[src/vis_defs.svh]
`ifndef VIS_DEFS_SVH
`define VIS_DEFS_SVH

// Radio channels carried by each sample word
`define VIS_CHANS 8

// Correlator units in one chain
`define VIS_LENGTH 4

// Longest frame in samples
`define VIS_FRAME_MAX 16

// Signed partial sum width
// Each sample adds at most 2, so a full frame reaches +/-32
`define VIS_ADDER 7

// Frames summed into one visibility
`define VIS_COUNT 4

// Signed visibility width, two bits of growth over VIS_COUNT frames
`define VIS_ACCUM (`VIS_ADDER + 2)

// Latency of the source delay line in cycles
`define VIS_DELAY 2

`endif

[src/sig_pkg.sv]
`include "vis_defs.svh"

package sig_pkg;

  // One plane of a sample, either I or Q
  // Bit n belongs to radio channel n
  // A bit of 1 stands for +1 and a bit of 0 for -1
  typedef logic [`VIS_CHANS-1:0] sig_word_t;

endpackage

[src/vis_pkg.sv]
`include "vis_defs.svh"

package vis_pkg;

  // Sum of one-bit complex products over a single frame
  // Per-sample terms lie in {-2, 0, +2}
  typedef logic signed [`VIS_ADDER-1:0] partial_t;

  // Visibility summed over VIS_COUNT frames
  typedef logic signed [`VIS_ACCUM-1:0] vis_t;

  // Position of a correlator unit in the chain
  // Kept at least one bit wide for a single-unit chain
  typedef logic [(`VIS_LENGTH > 1 ? $clog2(`VIS_LENGTH) : 1)-1:0] unit_idx_t;

endpackage

[src/sig_delay.sv]
`timescale 1ns/100ps

`include "vis_defs.svh"

module sig_delay import sig_pkg::*; (
  input  logic      clock,
  input  logic      rst_i,

  // Undelayed source signals
  input  logic      valid_i,
  input  logic      first_i,
  input  logic      last_i,
  input  sig_word_t dati_i,
  input  sig_word_t datq_i,

  // Same signals VIS_DELAY cycles later, for the next chain
  output logic      valid_o,
  output logic      first_o,
  output logic      last_o,
  output sig_word_t dati_o,
  output sig_word_t datq_o
);

  // Stage 0 is nearest the input
  logic [`VIS_DELAY-1:0] valid_q;
  logic [`VIS_DELAY-1:0] first_q;
  logic [`VIS_DELAY-1:0] last_q;
  sig_word_t             dati_q [`VIS_DELAY];
  sig_word_t             datq_q [`VIS_DELAY];

  // Strobe and frame flags
  always_ff @(posedge clock) begin
    if (rst_i) begin
      valid_q <= '0;
      first_q <= '0;
      last_q  <= '0;
    end else begin
      valid_q[0] <= valid_i;
      first_q[0] <= first_i;
      last_q[0]  <= last_i;
      for (int s = 1; s < `VIS_DELAY; s++) begin
        valid_q[s] <= valid_q[s-1];
        first_q[s] <= first_q[s-1];
        last_q[s]  <= last_q[s-1];
      end
    end
  end

  // Sample planes move along with the flags
  always_ff @(posedge clock) begin
    dati_q[0] <= dati_i;
    datq_q[0] <= datq_i;
    for (int s = 1; s < `VIS_DELAY; s++) begin
      dati_q[s] <= dati_q[s-1];
      datq_q[s] <= datq_q[s-1];
    end
  end

  assign valid_o = valid_q[`VIS_DELAY-1];
  assign first_o = first_q[`VIS_DELAY-1];
  assign last_o  = last_q[`VIS_DELAY-1];
  assign dati_o  = dati_q[`VIS_DELAY-1];
  assign datq_o  = datq_q[`VIS_DELAY-1];

endmodule

[src/correlator.sv]
`timescale 1ns/100ps

`include "vis_defs.svh"

module correlator import sig_pkg::*, vis_pkg::*; #(
  // Channel A, taken as is
  parameter int ACHAN = 0,
  // Channel B, taken as conjugate
  parameter int BCHAN = 1
) (
  input  logic      clock,
  input  logic      rst_i,

  // Source samples, shared by every unit
  input  logic      valid_i,
  input  logic      first_i,
  input  logic      last_i,
  input  sig_word_t dati_i,
  input  sig_word_t datq_i,

  // Frame result, one pulse after the last sample
  output logic      valid_o,
  output partial_t  re_o,
  output partial_t  im_o
);

  // Selected channel bits
  logic     ai;
  logic     aq;
  logic     bi;
  logic     bq;

  // Product of the current sample
  partial_t re_prod;
  partial_t im_prod;

  // Running sums and their next values
  partial_t re_sum_q;
  partial_t im_sum_q;
  partial_t re_next;
  partial_t im_next;

  assign ai = dati_i[ACHAN];
  assign aq = datq_i[ACHAN];
  assign bi = dati_i[BCHAN];
  assign bq = datq_i[BCHAN];

  // Real part AI*BI + AQ*BQ
  // A term is +1 when its two bits agree
  always_comb begin
    case ({ai ~^ bi, aq ~^ bq})
      2'b11:   re_prod = partial_t'(2);
      2'b00:   re_prod = partial_t'(-2);
      default: re_prod = '0;
    endcase
  end

  // Imaginary part AQ*BI - AI*BQ
  always_comb begin
    case ({aq ~^ bi, ai ~^ bq})
      2'b10:   im_prod = partial_t'(2);
      2'b01:   im_prod = partial_t'(-2);
      default: im_prod = '0;
    endcase
  end

  // First sample restarts the frame sum
  assign re_next = first_i ? re_prod : re_sum_q + re_prod;
  assign im_next = first_i ? im_prod : im_sum_q + im_prod;

  always_ff @(posedge clock) begin
    if (rst_i) begin
      re_sum_q <= '0;
      im_sum_q <= '0;
      valid_o  <= 1'b0;
    end else begin
      valid_o <= valid_i && last_i;
      if (valid_i) begin
        re_sum_q <= re_next;
        im_sum_q <= im_next;
      end
    end
  end

  // Frame result held until the next last sample
  always_ff @(posedge clock) begin
    if (valid_i && last_i) begin
      re_o <= re_next;
      im_o <= im_next;
    end
  end

endmodule

[src/vis_merge.sv]
`timescale 1ns/100ps

`include "vis_defs.svh"

module vis_merge import vis_pkg::*; (
  input  logic                   clock,
  input  logic                   rst_i,

  // Parallel frame results, one strobe per unit
  input  logic [`VIS_LENGTH-1:0] par_valid_i,
  input  partial_t               par_re_i [`VIS_LENGTH],
  input  partial_t               par_im_i [`VIS_LENGTH],

  // Same results, one per cycle, unit 0 first
  output logic                   seq_valid_o,
  output partial_t               seq_re_o,
  output partial_t               seq_im_o
);

  localparam unit_idx_t LAST_IDX = unit_idx_t'(`VIS_LENGTH - 1);

  // Capture bank
  partial_t  re_q [`VIS_LENGTH];
  partial_t  im_q [`VIS_LENGTH];

  // Read position and emission window
  unit_idx_t rd_idx_q;
  logic      busy_q;

  // Each unit loads its own slot
  always_ff @(posedge clock) begin
    for (int k = 0; k < `VIS_LENGTH; k++) begin
      if (par_valid_i[k]) begin
        re_q[k] <= par_re_i[k];
        im_q[k] <= par_im_i[k];
      end
    end
  end

  // Units strobe together, so unit 0 starts the window
  always_ff @(posedge clock) begin
    if (rst_i) begin
      busy_q   <= 1'b0;
      rd_idx_q <= '0;
    end else if (par_valid_i[0]) begin
      busy_q   <= 1'b1;
      rd_idx_q <= '0;
    end else if (busy_q) begin
      // Window closes after the last unit
      if (rd_idx_q == LAST_IDX) begin
        busy_q   <= 1'b0;
        rd_idx_q <= '0;
      end else begin
        rd_idx_q <= rd_idx_q + 1'b1;
      end
    end
  end

  // One slot per busy cycle
  assign seq_valid_o = busy_q;
  assign seq_re_o    = re_q[rd_idx_q];
  assign seq_im_o    = im_q[rd_idx_q];

endmodule

[src/vis_accum.sv]
`timescale 1ns/100ps

`include "vis_defs.svh"

module vis_accum import vis_pkg::*; (
  input  logic     clock,
  input  logic     rst_i,

  // Partial sums in unit order
  input  logic     valid_i,
  input  partial_t re_i,
  input  partial_t im_i,

  // Finished visibilities, once per group of frames
  output logic     vis_valid_o,
  output logic     vis_first_o,
  output logic     vis_last_o,
  output vis_t     vis_re_o,
  output vis_t     vis_im_o
);

  localparam int FRAME_W = (`VIS_COUNT > 1) ? $clog2(`VIS_COUNT) : 1;
  localparam unit_idx_t LAST_UNIT = unit_idx_t'(`VIS_LENGTH - 1);
  localparam logic [FRAME_W-1:0] LAST_FRAME = FRAME_W'(`VIS_COUNT - 1);

  // One running sum per unit
  vis_t               acc_re_q [`VIS_LENGTH];
  vis_t               acc_im_q [`VIS_LENGTH];

  // Item and frame position
  unit_idx_t          unit_q;
  logic [FRAME_W-1:0] frame_q;
  logic               first_frame;
  logic               last_frame;

  // Widened inputs and updated sums
  vis_t               re_ext;
  vis_t               im_ext;
  vis_t               re_sum;
  vis_t               im_sum;

  // Sign extension to visibility width
  assign re_ext = vis_t'(re_i);
  assign im_ext = vis_t'(im_i);

  assign first_frame = (frame_q == '0);
  assign last_frame  = (frame_q == LAST_FRAME);

  // Frame 0 starts a new group
  assign re_sum = first_frame ? re_ext : acc_re_q[unit_q] + re_ext;
  assign im_sum = first_frame ? im_ext : acc_im_q[unit_q] + im_ext;

  // Unit count wraps at VIS_LENGTH, frame count at VIS_COUNT
  always_ff @(posedge clock) begin
    if (rst_i) begin
      unit_q  <= '0;
      frame_q <= '0;
    end else if (valid_i) begin
      if (unit_q == LAST_UNIT) begin
        unit_q  <= '0;
        frame_q <= last_frame ? '0 : frame_q + 1'b1;
      end else begin
        unit_q  <= unit_q + 1'b1;
      end
    end
  end

  always_ff @(posedge clock) begin
    if (valid_i) begin
      acc_re_q[unit_q] <= re_sum;
      acc_im_q[unit_q] <= im_sum;
    end
  end

  // Totals go out only in the last frame
  always_ff @(posedge clock) begin
    if (rst_i) begin
      vis_valid_o <= 1'b0;
      vis_first_o <= 1'b0;
      vis_last_o  <= 1'b0;
    end else begin
      vis_valid_o <= valid_i && last_frame;
      vis_first_o <= valid_i && last_frame && (unit_q == '0);
      vis_last_o  <= valid_i && last_frame && (unit_q == LAST_UNIT);
    end
  end

  always_ff @(posedge clock) begin
    if (valid_i && last_frame) begin
      vis_re_o <= re_sum;
      vis_im_o <= im_sum;
    end
  end

endmodule

[src/vis_chain.sv]
`timescale 1ns/100ps

`include "vis_defs.svh"

module vis_chain import sig_pkg::*, vis_pkg::*; (
  // Visibility clock domain
  input  logic      clock,
  input  logic      rst_i,

  // Source signals from upstream
  input  logic      sig_valid_i,
  input  logic      sig_first_i,
  input  logic      sig_last_i,
  input  sig_word_t sig_dati_i,
  input  sig_word_t sig_datq_i,

  // Delayed source signals for the next chain
  output logic      sig_valid_o,
  output logic      sig_first_o,
  output logic      sig_last_o,
  output sig_word_t sig_dati_o,
  output sig_word_t sig_datq_o,

  // Accumulated visibilities
  output logic      vis_valid_o,
  output logic      vis_first_o,
  output logic      vis_last_o,
  output vis_t      vis_re_o,
  output vis_t      vis_im_o
);

  // Parallel frame results
  logic [`VIS_LENGTH-1:0] unit_valid_w;
  partial_t               unit_re_w [`VIS_LENGTH];
  partial_t               unit_im_w [`VIS_LENGTH];

  // Sequenced results into the accumulator
  logic                   seq_valid_w;
  partial_t               seq_re_w;
  partial_t               seq_im_w;

  // Source pass-through
  sig_delay u_delay (
    .clock  (clock),
    .rst_i  (rst_i),
    .valid_i(sig_valid_i),
    .first_i(sig_first_i),
    .last_i (sig_last_i),
    .dati_i (sig_dati_i),
    .datq_i (sig_datq_i),
    .valid_o(sig_valid_o),
    .first_o(sig_first_o),
    .last_o (sig_last_o),
    .dati_o (sig_dati_o),
    .datq_o (sig_datq_o)
  );

  // Unit k pairs channel k with channel k+1
  // All units see the undelayed samples
  generate
    for (genvar ii = 0; ii < `VIS_LENGTH; ii++) begin : gen_corr
      correlator #(
        .ACHAN(ii),
        .BCHAN(ii + 1)
      ) u_corr (
        .clock  (clock),
        .rst_i  (rst_i),
        .valid_i(sig_valid_i),
        .first_i(sig_first_i),
        .last_i (sig_last_i),
        .dati_i (sig_dati_i),
        .datq_i (sig_datq_i),
        .valid_o(unit_valid_w[ii]),
        .re_o   (unit_re_w[ii]),
        .im_o   (unit_im_w[ii])
      );
    end
  endgenerate

  // Parallel to sequential
  vis_merge u_merge (
    .clock      (clock),
    .rst_i      (rst_i),
    .par_valid_i(unit_valid_w),
    .par_re_i   (unit_re_w),
    .par_im_i   (unit_im_w),
    .seq_valid_o(seq_valid_w),
    .seq_re_o   (seq_re_w),
    .seq_im_o   (seq_im_w)
  );

  // Sum over VIS_COUNT frames
  vis_accum u_accum (
    .clock      (clock),
    .rst_i      (rst_i),
    .valid_i    (seq_valid_w),
    .re_i       (seq_re_w),
    .im_i       (seq_im_w),
    .vis_valid_o(vis_valid_o),
    .vis_first_o(vis_first_o),
    .vis_last_o (vis_last_o),
    .vis_re_o   (vis_re_o),
    .vis_im_o   (vis_im_o)
  );

endmodule

[config.mk]
export PLATFORM = sky130hd
export DESIGN_NAME = vis_chain
export DESIGN_NICKNAME = d
export VERILOG_FILES = /design/src/sig_pkg.sv /design/src/vis_pkg.sv /design/src/sig_delay.sv /design/src/correlator.sv /design/src/vis_merge.sv /design/src/vis_accum.sv /design/src/vis_chain.sv
export VERILOG_INCLUDE_DIRS = /design/src /design/src/src
export SDC_FILE = /design/constraint.sdc
export NUM_CORES = 1
export LEC_CHECK = 0
export ABC_AREA = 0
export BUFFER_PORTS_ARGS = -buffer_cell sky130_fd_sc_hd__buf_2
export CORE_MARGIN = 3
export CORE_UTILIZATION = 40
export DETAILED_ROUTE_END_ITERATION = 8
export PLACE_DENSITY = 0.67
export SYNTH_ARGS = -nofsm -noshare
export SYNTH_HDL_FRONTEND = slang
export SYNTH_SLANG_ARGS = --single-unit
[constraint.sdc]
create_clock -name clock -period 3.15 [get_ports clock]
set_clock_uncertainty 0.1 [all_clocks]
set_input_delay 0.63 -clock clock [delete_from_list [all_inputs] [get_ports clock]]
set_output_delay 0.63 -clock clock [all_outputs]
set_load 0.05 [all_outputs]
==> metrics.csv, run 1 <==
metric,value,unit
power,10.2,mW
p_leak,6.33,nW
die_y,198,um
final_core_util,46.7,%
hold_violations,0,
dp_slack,-0.0511,ns
p_per_area,605,nW/um^2
hold_class,in2reg,
initial_core_util,41.0,%
vias,9342,
grt_pass1_vias,9085,
startpoint_type,register,
final_common_cell,edfxtp_1,
cts.htree.levels,2,
syn-cell-area,14800,sq um
gr-total-overflow,0,
routed_wl,29700,um
ios,61,
async_flop_share,0,%
final_cells,1786,
drtIter0Drc,584,
synth_edf_count,202,
coreArea,36000,sq um
grt_max_degree,58,
cp-endpoint,u_accum.vis_im_o[7],
dpl.hpwl,19800,um
finalSetupViolations,0,
grt.total_usage,15.0,%
drv_slew,0,
dp.cells,1716,
grt_pass1_wl,47400,um
r2r_setup_slack,0.13,ns
cts_buffer_depth,3,
worst_ep_required_time,3.30,ns
path_max_fanout,7,
globalplace.congestion,0.832,
period_share,95.8,%
firstDrtPassIters,5,
clk_pin_slew_worst_paths,0.06,ns
die_x,198,um
antenna_left,0,
rr_worst_depth,9,
max_slew_margin,27.0,%
synthesis.nets,1334,
root_buffer,clkbuf_16,
reg2reg_to,u_accum.vis_im_o[7],
finalWorstSetupSlack,0.133,ns
max-cap-violations,0,
cts_buffers,36,
outcome,"finished, final reports clean",
clk_latency,0.53,ns
synth_cell_types,56,
final_nets,1375,
rsz0062_at_grt,no,
synth-seq-cells,311,
clock-sinks,311,
ys_warn_count,0,
post_drt_wl_per_cell,16.6,um
routed_via_density,5.23,
route.detailed.drc,0,
max_freq,0.331,GHz
tns,0,ns
cts_tree,yes,
worstMarginPinSlew,1.09,ns
antennaDiodeCount,0,
num_rows,69,
worst_ep_arrival_time,3.16,ns
synth.avg_cell_area,11.8,sq um
yosysSeqAreaShare,55.8,%
synthCells,1256,
irDropWorstVdd,0.000477,V
antenna_found_initial,0,
critPathKind,reg2reg,
io_buffers,60,
drive_gt1_share,17.3,%
synth_ff_type,edfxtp_1,
dieArea,39300,sq um
area_delta_synth_final,13.8,%
fin_crit,3.02,ns
endpoint_kind,register,
final_cell_mix,"202 x edfxtp_1, 108 x dfxtp_1, 94 x nand2_1",
## stage by stage
stage                     cell area (sq um)  hold WS, ns
after floorplan                       14800        0.210
after global placement                15600        0.210
after detailed placement              15600        0.212
after CTS                             16700       0.0739
after global routing                  16800       0.0744
final                                 16800       0.0992
## report_power, final
group	leakage, nW	total [mW]	internal [mW]	switching (mW)
clock	0.565	4.10	2.46	1.64
sequential	2.76	4.71	4.57	0.142
combinational	3.01	1.36	0.569	0.793
## sequential cells by signal, summed over array words and instances (netlist names), 2 cells and up, named ones only
signal and flops:
u_delay.dati_q 16, u_accum.vis_re_o 9, u_merge.im_q 28, gen_corr.u_corr.re_o 28, u_accum.acc_im_q 36, u_merge.re_q 28, gen_corr.u_corr.im_o 28, u_delay.datq_q 16
gen_corr.u_corr.re_sum_q 28, u_delay.last_q 2, u_accum.acc_re_q 36, u_accum.frame_q 2, u_accum.unit_q 2, u_merge.rd_idx_q 2, u_delay.first_q 2, u_accum.vis_im_o 9
gen_corr.u_corr.im_sum_q 28, u_delay.valid_q 2
## cell families (layout without fill, tap and decap cells)
group	count (synthesis)	in the layout	synth area share, %
simple gates	332	332	10.8
flops	311	311	55.8
xor+xnor	101	101	5.99
fa+ha+maj	57	57	4.93
compound gates	205	205	9.05
buf+inv	170	239	5.12
mux	80	80	8.26
## Yosys cell counts (32+ instances only)
| cell type | instances | area, sq um |
|---|---|---|
| mux2i_1 | 33 | 330 |
| a21oi_1 | 63 | 315 |
| nor3_1 | 37 | 185 |
| xor2_1 | 47 | 412 |
| nor2_1 | 82 | 308 |
| edfxtp_1 | 202 | 6070 |
| clkbuf_1 | 73 | 274 |
| nand2_1 | 94 | 353 |
| dfxtp_1 | 109 | 2180 |
| xnor2_1 | 54 | 473 |
| mux4_2 | 32 | 721 |
| ha_1 | 55 | 688 |
| inv_1 | 46 | 173 |
## final cells by class
| type | instances | area (sq um) |
|---|---|---|
| Clock inverter | 16 | 198 |
| Inverter | 61 | 229 |
| Sequential cell | 311 | 8250 |
| Fill cell | 3185 | 19200 |
| Timing Repair Buffer | 112 | 753 |
| Clock buffer | 50 | 983 |
| Multi-Input combinational cell | 775 | 5820 |
| Tap cell | 461 | 577 |
## critical path, cell delays in order (launching register included)
cell,delay [ns]
dfxtp_1,0.35
buf_12,0.14
mux4_2,0.57
ha_1,0.32
a21o_1,0.18
a21oi_1,0.25
o211ai_1,0.13
a31oi_1,0.20
xor2_1,0.08
o21ai_0,0.42
## per-layer routing
layer	vias to the layer above	GRT usage, %	wire length (um)
met5	-	0	0
met2	211	24.7	13900
met3	50	2.54	1380
met4	0	4.19	657
met1	4485	20.7	13800
li1	4596	-	-
## worst min path at each step
stage / startpoint / end / slack (ns) / depth (start not counted)
6_report: sig_dati_i[7] / u_delay.dati_q[0][7] / 0.1 / 1
5_1_grt: sig_dati_i[7] / u_delay.dati_q[0][7] / 0.07 / 1
2_1_floorplan: u_delay.dati_q[0][2] / u_delay.dati_q[0][10] / 0.21 / 0
3_3_place_gp: u_delay.datq_q[0][5] / u_delay.datq_q[0][13] / 0.21 / 0
4_1_cts: sig_dati_i[7] / u_delay.dati_q[0][7] / 0.07 / 1
3_5_place_dp: u_delay.dati_q[0][7] / u_delay.dati_q[0][15] / 0.21 / 0
## what timing repair did
action | 4_1_cts | 5_1_grt
endpoints found under the hold margin | 0 | 0
gates resized for setup | 0 | 6
hold buffers | 0 | 0
setup buffers | 0 | 4
endpoints found under the setup margin | 0 | 35
No activity file was read; power rests on OpenSTA's default activity.
==> run 2: changes to the inputs <==
CORE_MARGIN = 8   (was 3)
==> run 2 against run 1 <==
Non-clock buffer count fell by 8. Count of clock-buffer cells in the layout fell by 8. Sequential power barely moved. Critical endpoint is now u_accum.acc_re_q[3][8]. Largest power group unchanged. Highest routed layer unchanged. Register-to-register slack improved by 0.09 ns. Global-route usage fell by 1.2 points. Largest cell class unchanged. Sequential cell count did not move. First-iteration DRC count rose by 13%. Total power fell by 1.1%. Design area fell by 0.48%. Critical path type unchanged. Critical path depth rose by 2. Wire length rose by 1.4%.
==> metrics.csv, run 2 (synthesized netlist as in run 1, its figures left out) <==
metric,value,unit,change
power,10.1,mW,-1.1%
finalSetupViolations,0,,unchanged
outcome,"finished, final reports clean",,
stdcell_area,16700,sq um,-0.48%
p_int,7.50,mW,-1.3%
rr_worst_depth,11,,+2
grt_pass1_vias,9189,,+1.1%
reg.largest.list,"u_accum.acc_im_q x36, u_accum.acc_re_q x36",,
antennaDiodeCount,0,,unchanged
post_drt_wl_per_cell,16.9,um,+1.8%
max-cap-violations,0,,unchanged
grt_util_met2,22.8,%,-1.9 points
irDropWorstVdd,0.000432,V,-9.5%
startpoint_type,register,,
hold_class,in2reg,,
grt_pass1_wl,48800,um,+3.0%
worstMarginPinSlew,1.20,ns,+0.102 ns
rsz0062_at_grt,no,,
max_freq,0.342,GHz,+3.1%
cts_buffers,34,,-5.6%
clk_latency,0.51,ns,-0.02 ns
clk_pin_slew_worst_paths,0.06,ns,about the same
placement.cell_area,15500,sq um,-0.20%
antenna_left,0,,unchanged
worst_ep_required_time,3.29,ns,about the same
root_buffer,clkbuf_16,,
r2r_setup_slack,0.22,ns,+0.09 ns
area_delta_synth_final,13.2,%,
hold_path_startpoint,sig_datq_i[6],,
path_max_fanout,9,,+2
io_buffers,60,,unchanged
dieArea,43300,sq um,+10%
num_rows,70,,+1.4%
grt_util_met1,18.2,%,-2.5 points
antenna_found_initial,0,,unchanged
max_slew_margin,20.2,%,-6.8 points
die_x,208,um,+5.0%
route.detailed.drc,0,,unchanged
drive_gt1_share,17.5,%,+0.25 points
die_y,208,um,+5.0%
p_per_area,601,nW/um^2,-0.64%
tns,0,ns,unchanged
busiest_layer,met2,,
firstDrtPassIters,5,,unchanged
routed_wl,30100,um,+1.4%
clock-sinks,311,,unchanged
initial_core_util,40.4,%,-0.59 points
critPathKind,reg2reg,,
ios,61,,unchanged
cts_buffer_depth,3,,unchanged
hold_ws,0.124,ns,+0.0245 ns
cts.htree.levels,2,,unchanged
endpoint_kind,register,,
dpl.hpwl,19900,um,+0.72%
finalWorstSetupSlack,0.223,ns,+0.0900 ns
grt_max_degree,73,,+26%
cp-endpoint,u_accum.acc_re_q[3][8],,
grt.total_usage,13.8,%,-1.2 points
final_common_cell,edfxtp_1,,
reg2reg_to,u_accum.acc_re_q[3][8],,
clockPowerShare,39.6,%,-0.7 points
vias,9382,,+0.43%
switching_share,25.4,%,+0.13 points
cts_tree,yes,,
globalRouteMet3Util,2.36,%,-0.18 points
dp_slack,-0.0383,ns,+0.0128 ns
switchingPower,2.56,mW,-0.58%
gr-total-overflow,0,,unchanged
hold_violations,0,,unchanged
worst_ep_arrival_time,3.06,ns,-0.10 ns
p_leak,6.27,nW,-0.89%
globalplace.congestion,0.835,,+0.37%
final_nets,1365,,-0.73%
final_cell_mix,"202 x edfxtp_1, 107 x dfxtp_1, 94 x nand2_1",,
period_share,92.9,%,-2.9 points
fin_crit,2.93,ns,-0.0900 ns
p_seq_share,46.8,%,+0.5 points
drv_slew,0,,unchanged
drtIter0Drc,659,,+13%
routed_via_density,5.27,,+0.77%
pwr-share-comb,13.5,%,about the same
coreArea,36500,sq um,+1.4%
-- run 2: changes by cell type in the layout (fill, tap and decap cells not counted), sizes merged --
| cell | change |
|---|---|
| buf | -8 |
| clkinvlp | +2 |
| clkinv | +1 |
| clkbuf | -8 |
-- run 2: power by group through the flow --
| stage | Combinational, mW | Sequential [mW] | Clock [mW] |
|---|---|---|---|
| finish | 1.36 | 4.71 | 3.99 |
| global route | 1.53 | 4.73 | 4.25 |
| CTS | 1.36 | 4.71 | 4.10 |
| detailed placement | 1.35 | 4.80 | 0 |
| global placement | 1.31 | 4.79 | 0 |
| floorplan | 1.12 | 4.71 | 0 |
-- run 2: final cells by class --
type / instances / area (sq um)
Inverter: 61 / 229
Timing Repair Buffer: 104 / 693
Tap cell: 468 / 586
Clock inverter: 19 / 193
Sequential cell: 311 / 8250
Clock buffer: 42 / 933
Fill cell: 3293 / 19800
Multi-Input combinational cell: 775 / 5840
-- run 2: through the flow --
step	utilization, %	std cells
after floorplan	-	1256
after global placement	42.5	1716
after detailed placement	42.5	1716
after CTS	45.6	1777
after global routing	45.8	1780
final	45.8	1780
-- run 2: layer usage --
layer / wire length [um] / vias up
li1: - / 4577
met5: 0 / -
met2: 14200 / 211
met4: 789 / 0
met3: 1460 / 56
met1: 13700 / 4538
-- run 2: critical path, cell delays in order, from the launching register on --
cell and delay [ns]:
dfxtp_1 0.36, buf_12 0.15, buf_4 0.18, buf_4 0.13, mux4_2 0.58, ha_1 0.26, nor2_1 0.16, nand2_1 0.07
o21ai_1 0.15, xor2_1 0.19, nor2_2 0.07, xor2_2 0.25
-- run 2: worst min-delay path by stage --
stage,endpoint,slack [ns],cells after the start
final,u_delay.datq_q[0][6],0.12,1
after global routing,u_delay.dati_q[0][7],0.1,1
after CTS,u_delay.dati_q[0][6],0.09,1
after detailed placement,u_delay.dati_q[0][13],0.21,0
after global placement,u_delay.dati_q[0][15],0.21,0
after floorplan,u_delay.dati_q[0][10],0.21,0
-- run 2: what timing repair did --
| item | 4_1_cts | 5_1_grt |
|---|---|---|
| endpoints found under the setup margin | 0 | 40 |
| hold endpoints to repair | 0 | 0 |
| gates resized for setup | 0 | 15 |
| setup buffers | 0 | 3 |
| hold buffers | 0 | 0 |
==> run 3: changes to the inputs <==
MAX_ROUTING_LAYER = met4   (was default)
PLACE_DENSITY = default   (was 0.67)
PLACE_DENSITY_LB_ADDON = 0.3   (was default)
==> run 3 against run 2 <==
Via count is 1.7% lower. Core utilization is 0.079 points higher. Sequential share of layout area is 0.092 points lower. Design area is 0.17% higher. Wire length is 1.4% lower. Maximum frequency is 3.2% lower. Critical path type unchanged.
==> metrics.csv, run 3 (synthesized netlist as in run 1, its figures left out) <==
metric,value,unit,change
outcome,"finished, final reports clean",,
r2r_setup_slack,0.13,ns,-0.10 ns
die_x,208,um,unchanged
cts_tree,yes,,
vias,9220,,-1.7%
cpMostUsedCell,xor2_1,,
startpoint_type,register,,
cts_hold_buf,0,,unchanged
initial_core_util,40.4,%,unchanged
antenna_left,0,,unchanged
clk_pin_slew_worst_paths,0.06,ns,about the same
period_share,96.0,%,+3.1 points
irDropWorstVdd,0.000335,V,-23%
cts_buffers,35,,+2.9%
globalplace.congestion,0.814,,-2.5%
routed_via_density,5.16,,-2.1%
routed_wl,29700,um,-1.4%
reg.largest.list,"u_accum.acc_im_q x36, u_accum.acc_re_q x36",,
post_drt_wl_per_cell,16.6,um,-1.7%
drive_gt1_share,17.4,%,-0.16 points
gr-total-overflow,0,,unchanged
rsz0062_at_grt,no,,
antennaDiodeCount,0,,unchanged
p_leak,6.31,nW,+0.49%
path_max_fanout,10,,+1
hold_ws,0.112,ns,-0.0121 ns
regArea,8250,sq um,about the same
hold_violations,0,,unchanged
crit_chain,buf_12 > mux4_2 > ha_1 > inv_1 > fa_1 > nand2b_1 > a31oi_2 > o21ai_0 > xor2_1 > nor2_1 > xor2_1 > buf_4,,
max_slew_margin,24.0,%,+3.8 points
ios,61,,unchanged
grt_pass1_vias,9053,,-1.5%
dieArea,43300,sq um,unchanged
dpl.hpwl,20100,um,+0.87%
path_delay_family,multiplexers,,
worst_ep_arrival_time,3.20,ns,+0.14 ns
coreArea,36500,sq um,unchanged
path_depth,12,,+1
io_buffers,60,,unchanged
die_y,208,um,unchanged
final_cell_mix,"202 x edfxtp_1, 108 x dfxtp_1, 94 x nand2_1",,
clock-sinks,311,,unchanged
max-cap-violations,0,,unchanged
final_common_cell,edfxtp_1,,
firstDrtPassIters,5,,unchanged
cts_buffer_depth,3,,unchanged
area_delta_synth_final,13.4,%,
cpMaxStageDelayCell,mux4_2,,
grt.total_usage,14.0,%,+0.26 points
slowest_delay,0.56,ns,-0.02 ns
max_freq,0.331,GHz,-3.2%
final_nets,1369,,+0.29%
multi_input_area,5820,sq um,-0.45%
drtIter0Drc,614,,-6.8%
critPathKind,reg2reg,,
rr_worst_depth,12,,+1
p_per_area,602,nW/um^2,about the same
endpoint_kind,register,,
root_buffer,clkbuf_16,,
fillCellCount,3249,,-1.3%
worstMarginPinSlew,1.14,ns,-0.0565 ns
antenna_found_initial,0,,unchanged
route.detailed.drc,0,,unchanged
hold_depth,1,,unchanged
num_rows,70,,unchanged
drv_slew,0,,unchanged
clk_latency,0.52,ns,about the same
grt_max_degree,60,,-18%
fin_crit,3.02,ns,+0.0970 ns
grt_pass1_wl,48200,um,-1.3%
worst_ep_required_time,3.32,ns,+0.03 ns
cts.htree.levels,2,,unchanged
hold_class,in2reg,,
finalSetupViolations,0,,unchanged
power,10.1,mW,+0.25%
crit_buf_inv,3,,unchanged
## run 3: cell count changes in the layout (fill, tap and decap cells not counted), sizes merged
cell,previous run,this run
inv,62,61
clkinvlp,5,3
buf,104,107
clkbuf,42,43
bufinv,3,2
clkinv,10,16
## run 3: repair_timing
action,4_1_cts,5_1_grt
resized for setup,0,6
setup endpoints to repair,0,30
buffers inserted,0,0
## run 3: final cells by class
type                       instances  area share [%]
clock buffer                      43            5.84
clock inverter                    21            1.08
inverter                          61            1.37
multi-input combinational        775            34.7
sequential                       311            49.2
tap                              468            3.49
timing repair buffer             107            4.27
## run 3: path summary, 6_finish.rpt
| check | from | endpoint |
|---|---|---|
| setup / recovery | register | u_accum.vis_re_o[8] |
| setup reg to reg | register | u_accum.vis_re_o[8] |
| hold reg to reg | u_delay.datq_q[0][1] | u_delay.datq_q[0][9] |
| hold / removal | sig_dati_i[7] | u_delay.dati_q[0][7] |
## run 3: power by group
group	switching (mW)	leakage [nW]	internal [mW]	total, mW
combinational	0.802	2.98	0.565	1.37
sequential	0.134	2.76	4.57	4.71
clock	1.62	0.569	2.39	4.01
total	2.56	6.31	7.53	10.1
## run 3: through the flow
step / worst slack [ns] / std cells / setup TNS (ns) / instance area [sq um] / util (%)
2_1_floorplan: 0.0341 / 1256 / 0 / 14800 / -
3_3_place_gp: 0.0143 / 1722 / 0 / 15600 / 42.7
3_5_place_dp: -0.0520 / 1722 / -0.158 / 15600 / 42.7
4_1_cts: 0.0471 / 1786 / 0 / 16700 / 45.8
5_1_grt: 0.00532 / 1786 / 0 / 16800 / 45.9
6_report: 0.126 / 1786 / 0 / 16800 / 45.9
## run 3: routing by layer
| metal | wire, um | vias to the layer above | global-route usage (%) |
|---|---|---|---|
| met3 | 1300 | 45 | 2.45 |
| li1 | - | 4590 | - |
| met4 | 592 | 0 | 3.94 |
| met1 | 14200 | 4396 | 18.7 |
| met2 | 13700 | 189 | 21.9 |
| met5 | 0 | - | - |
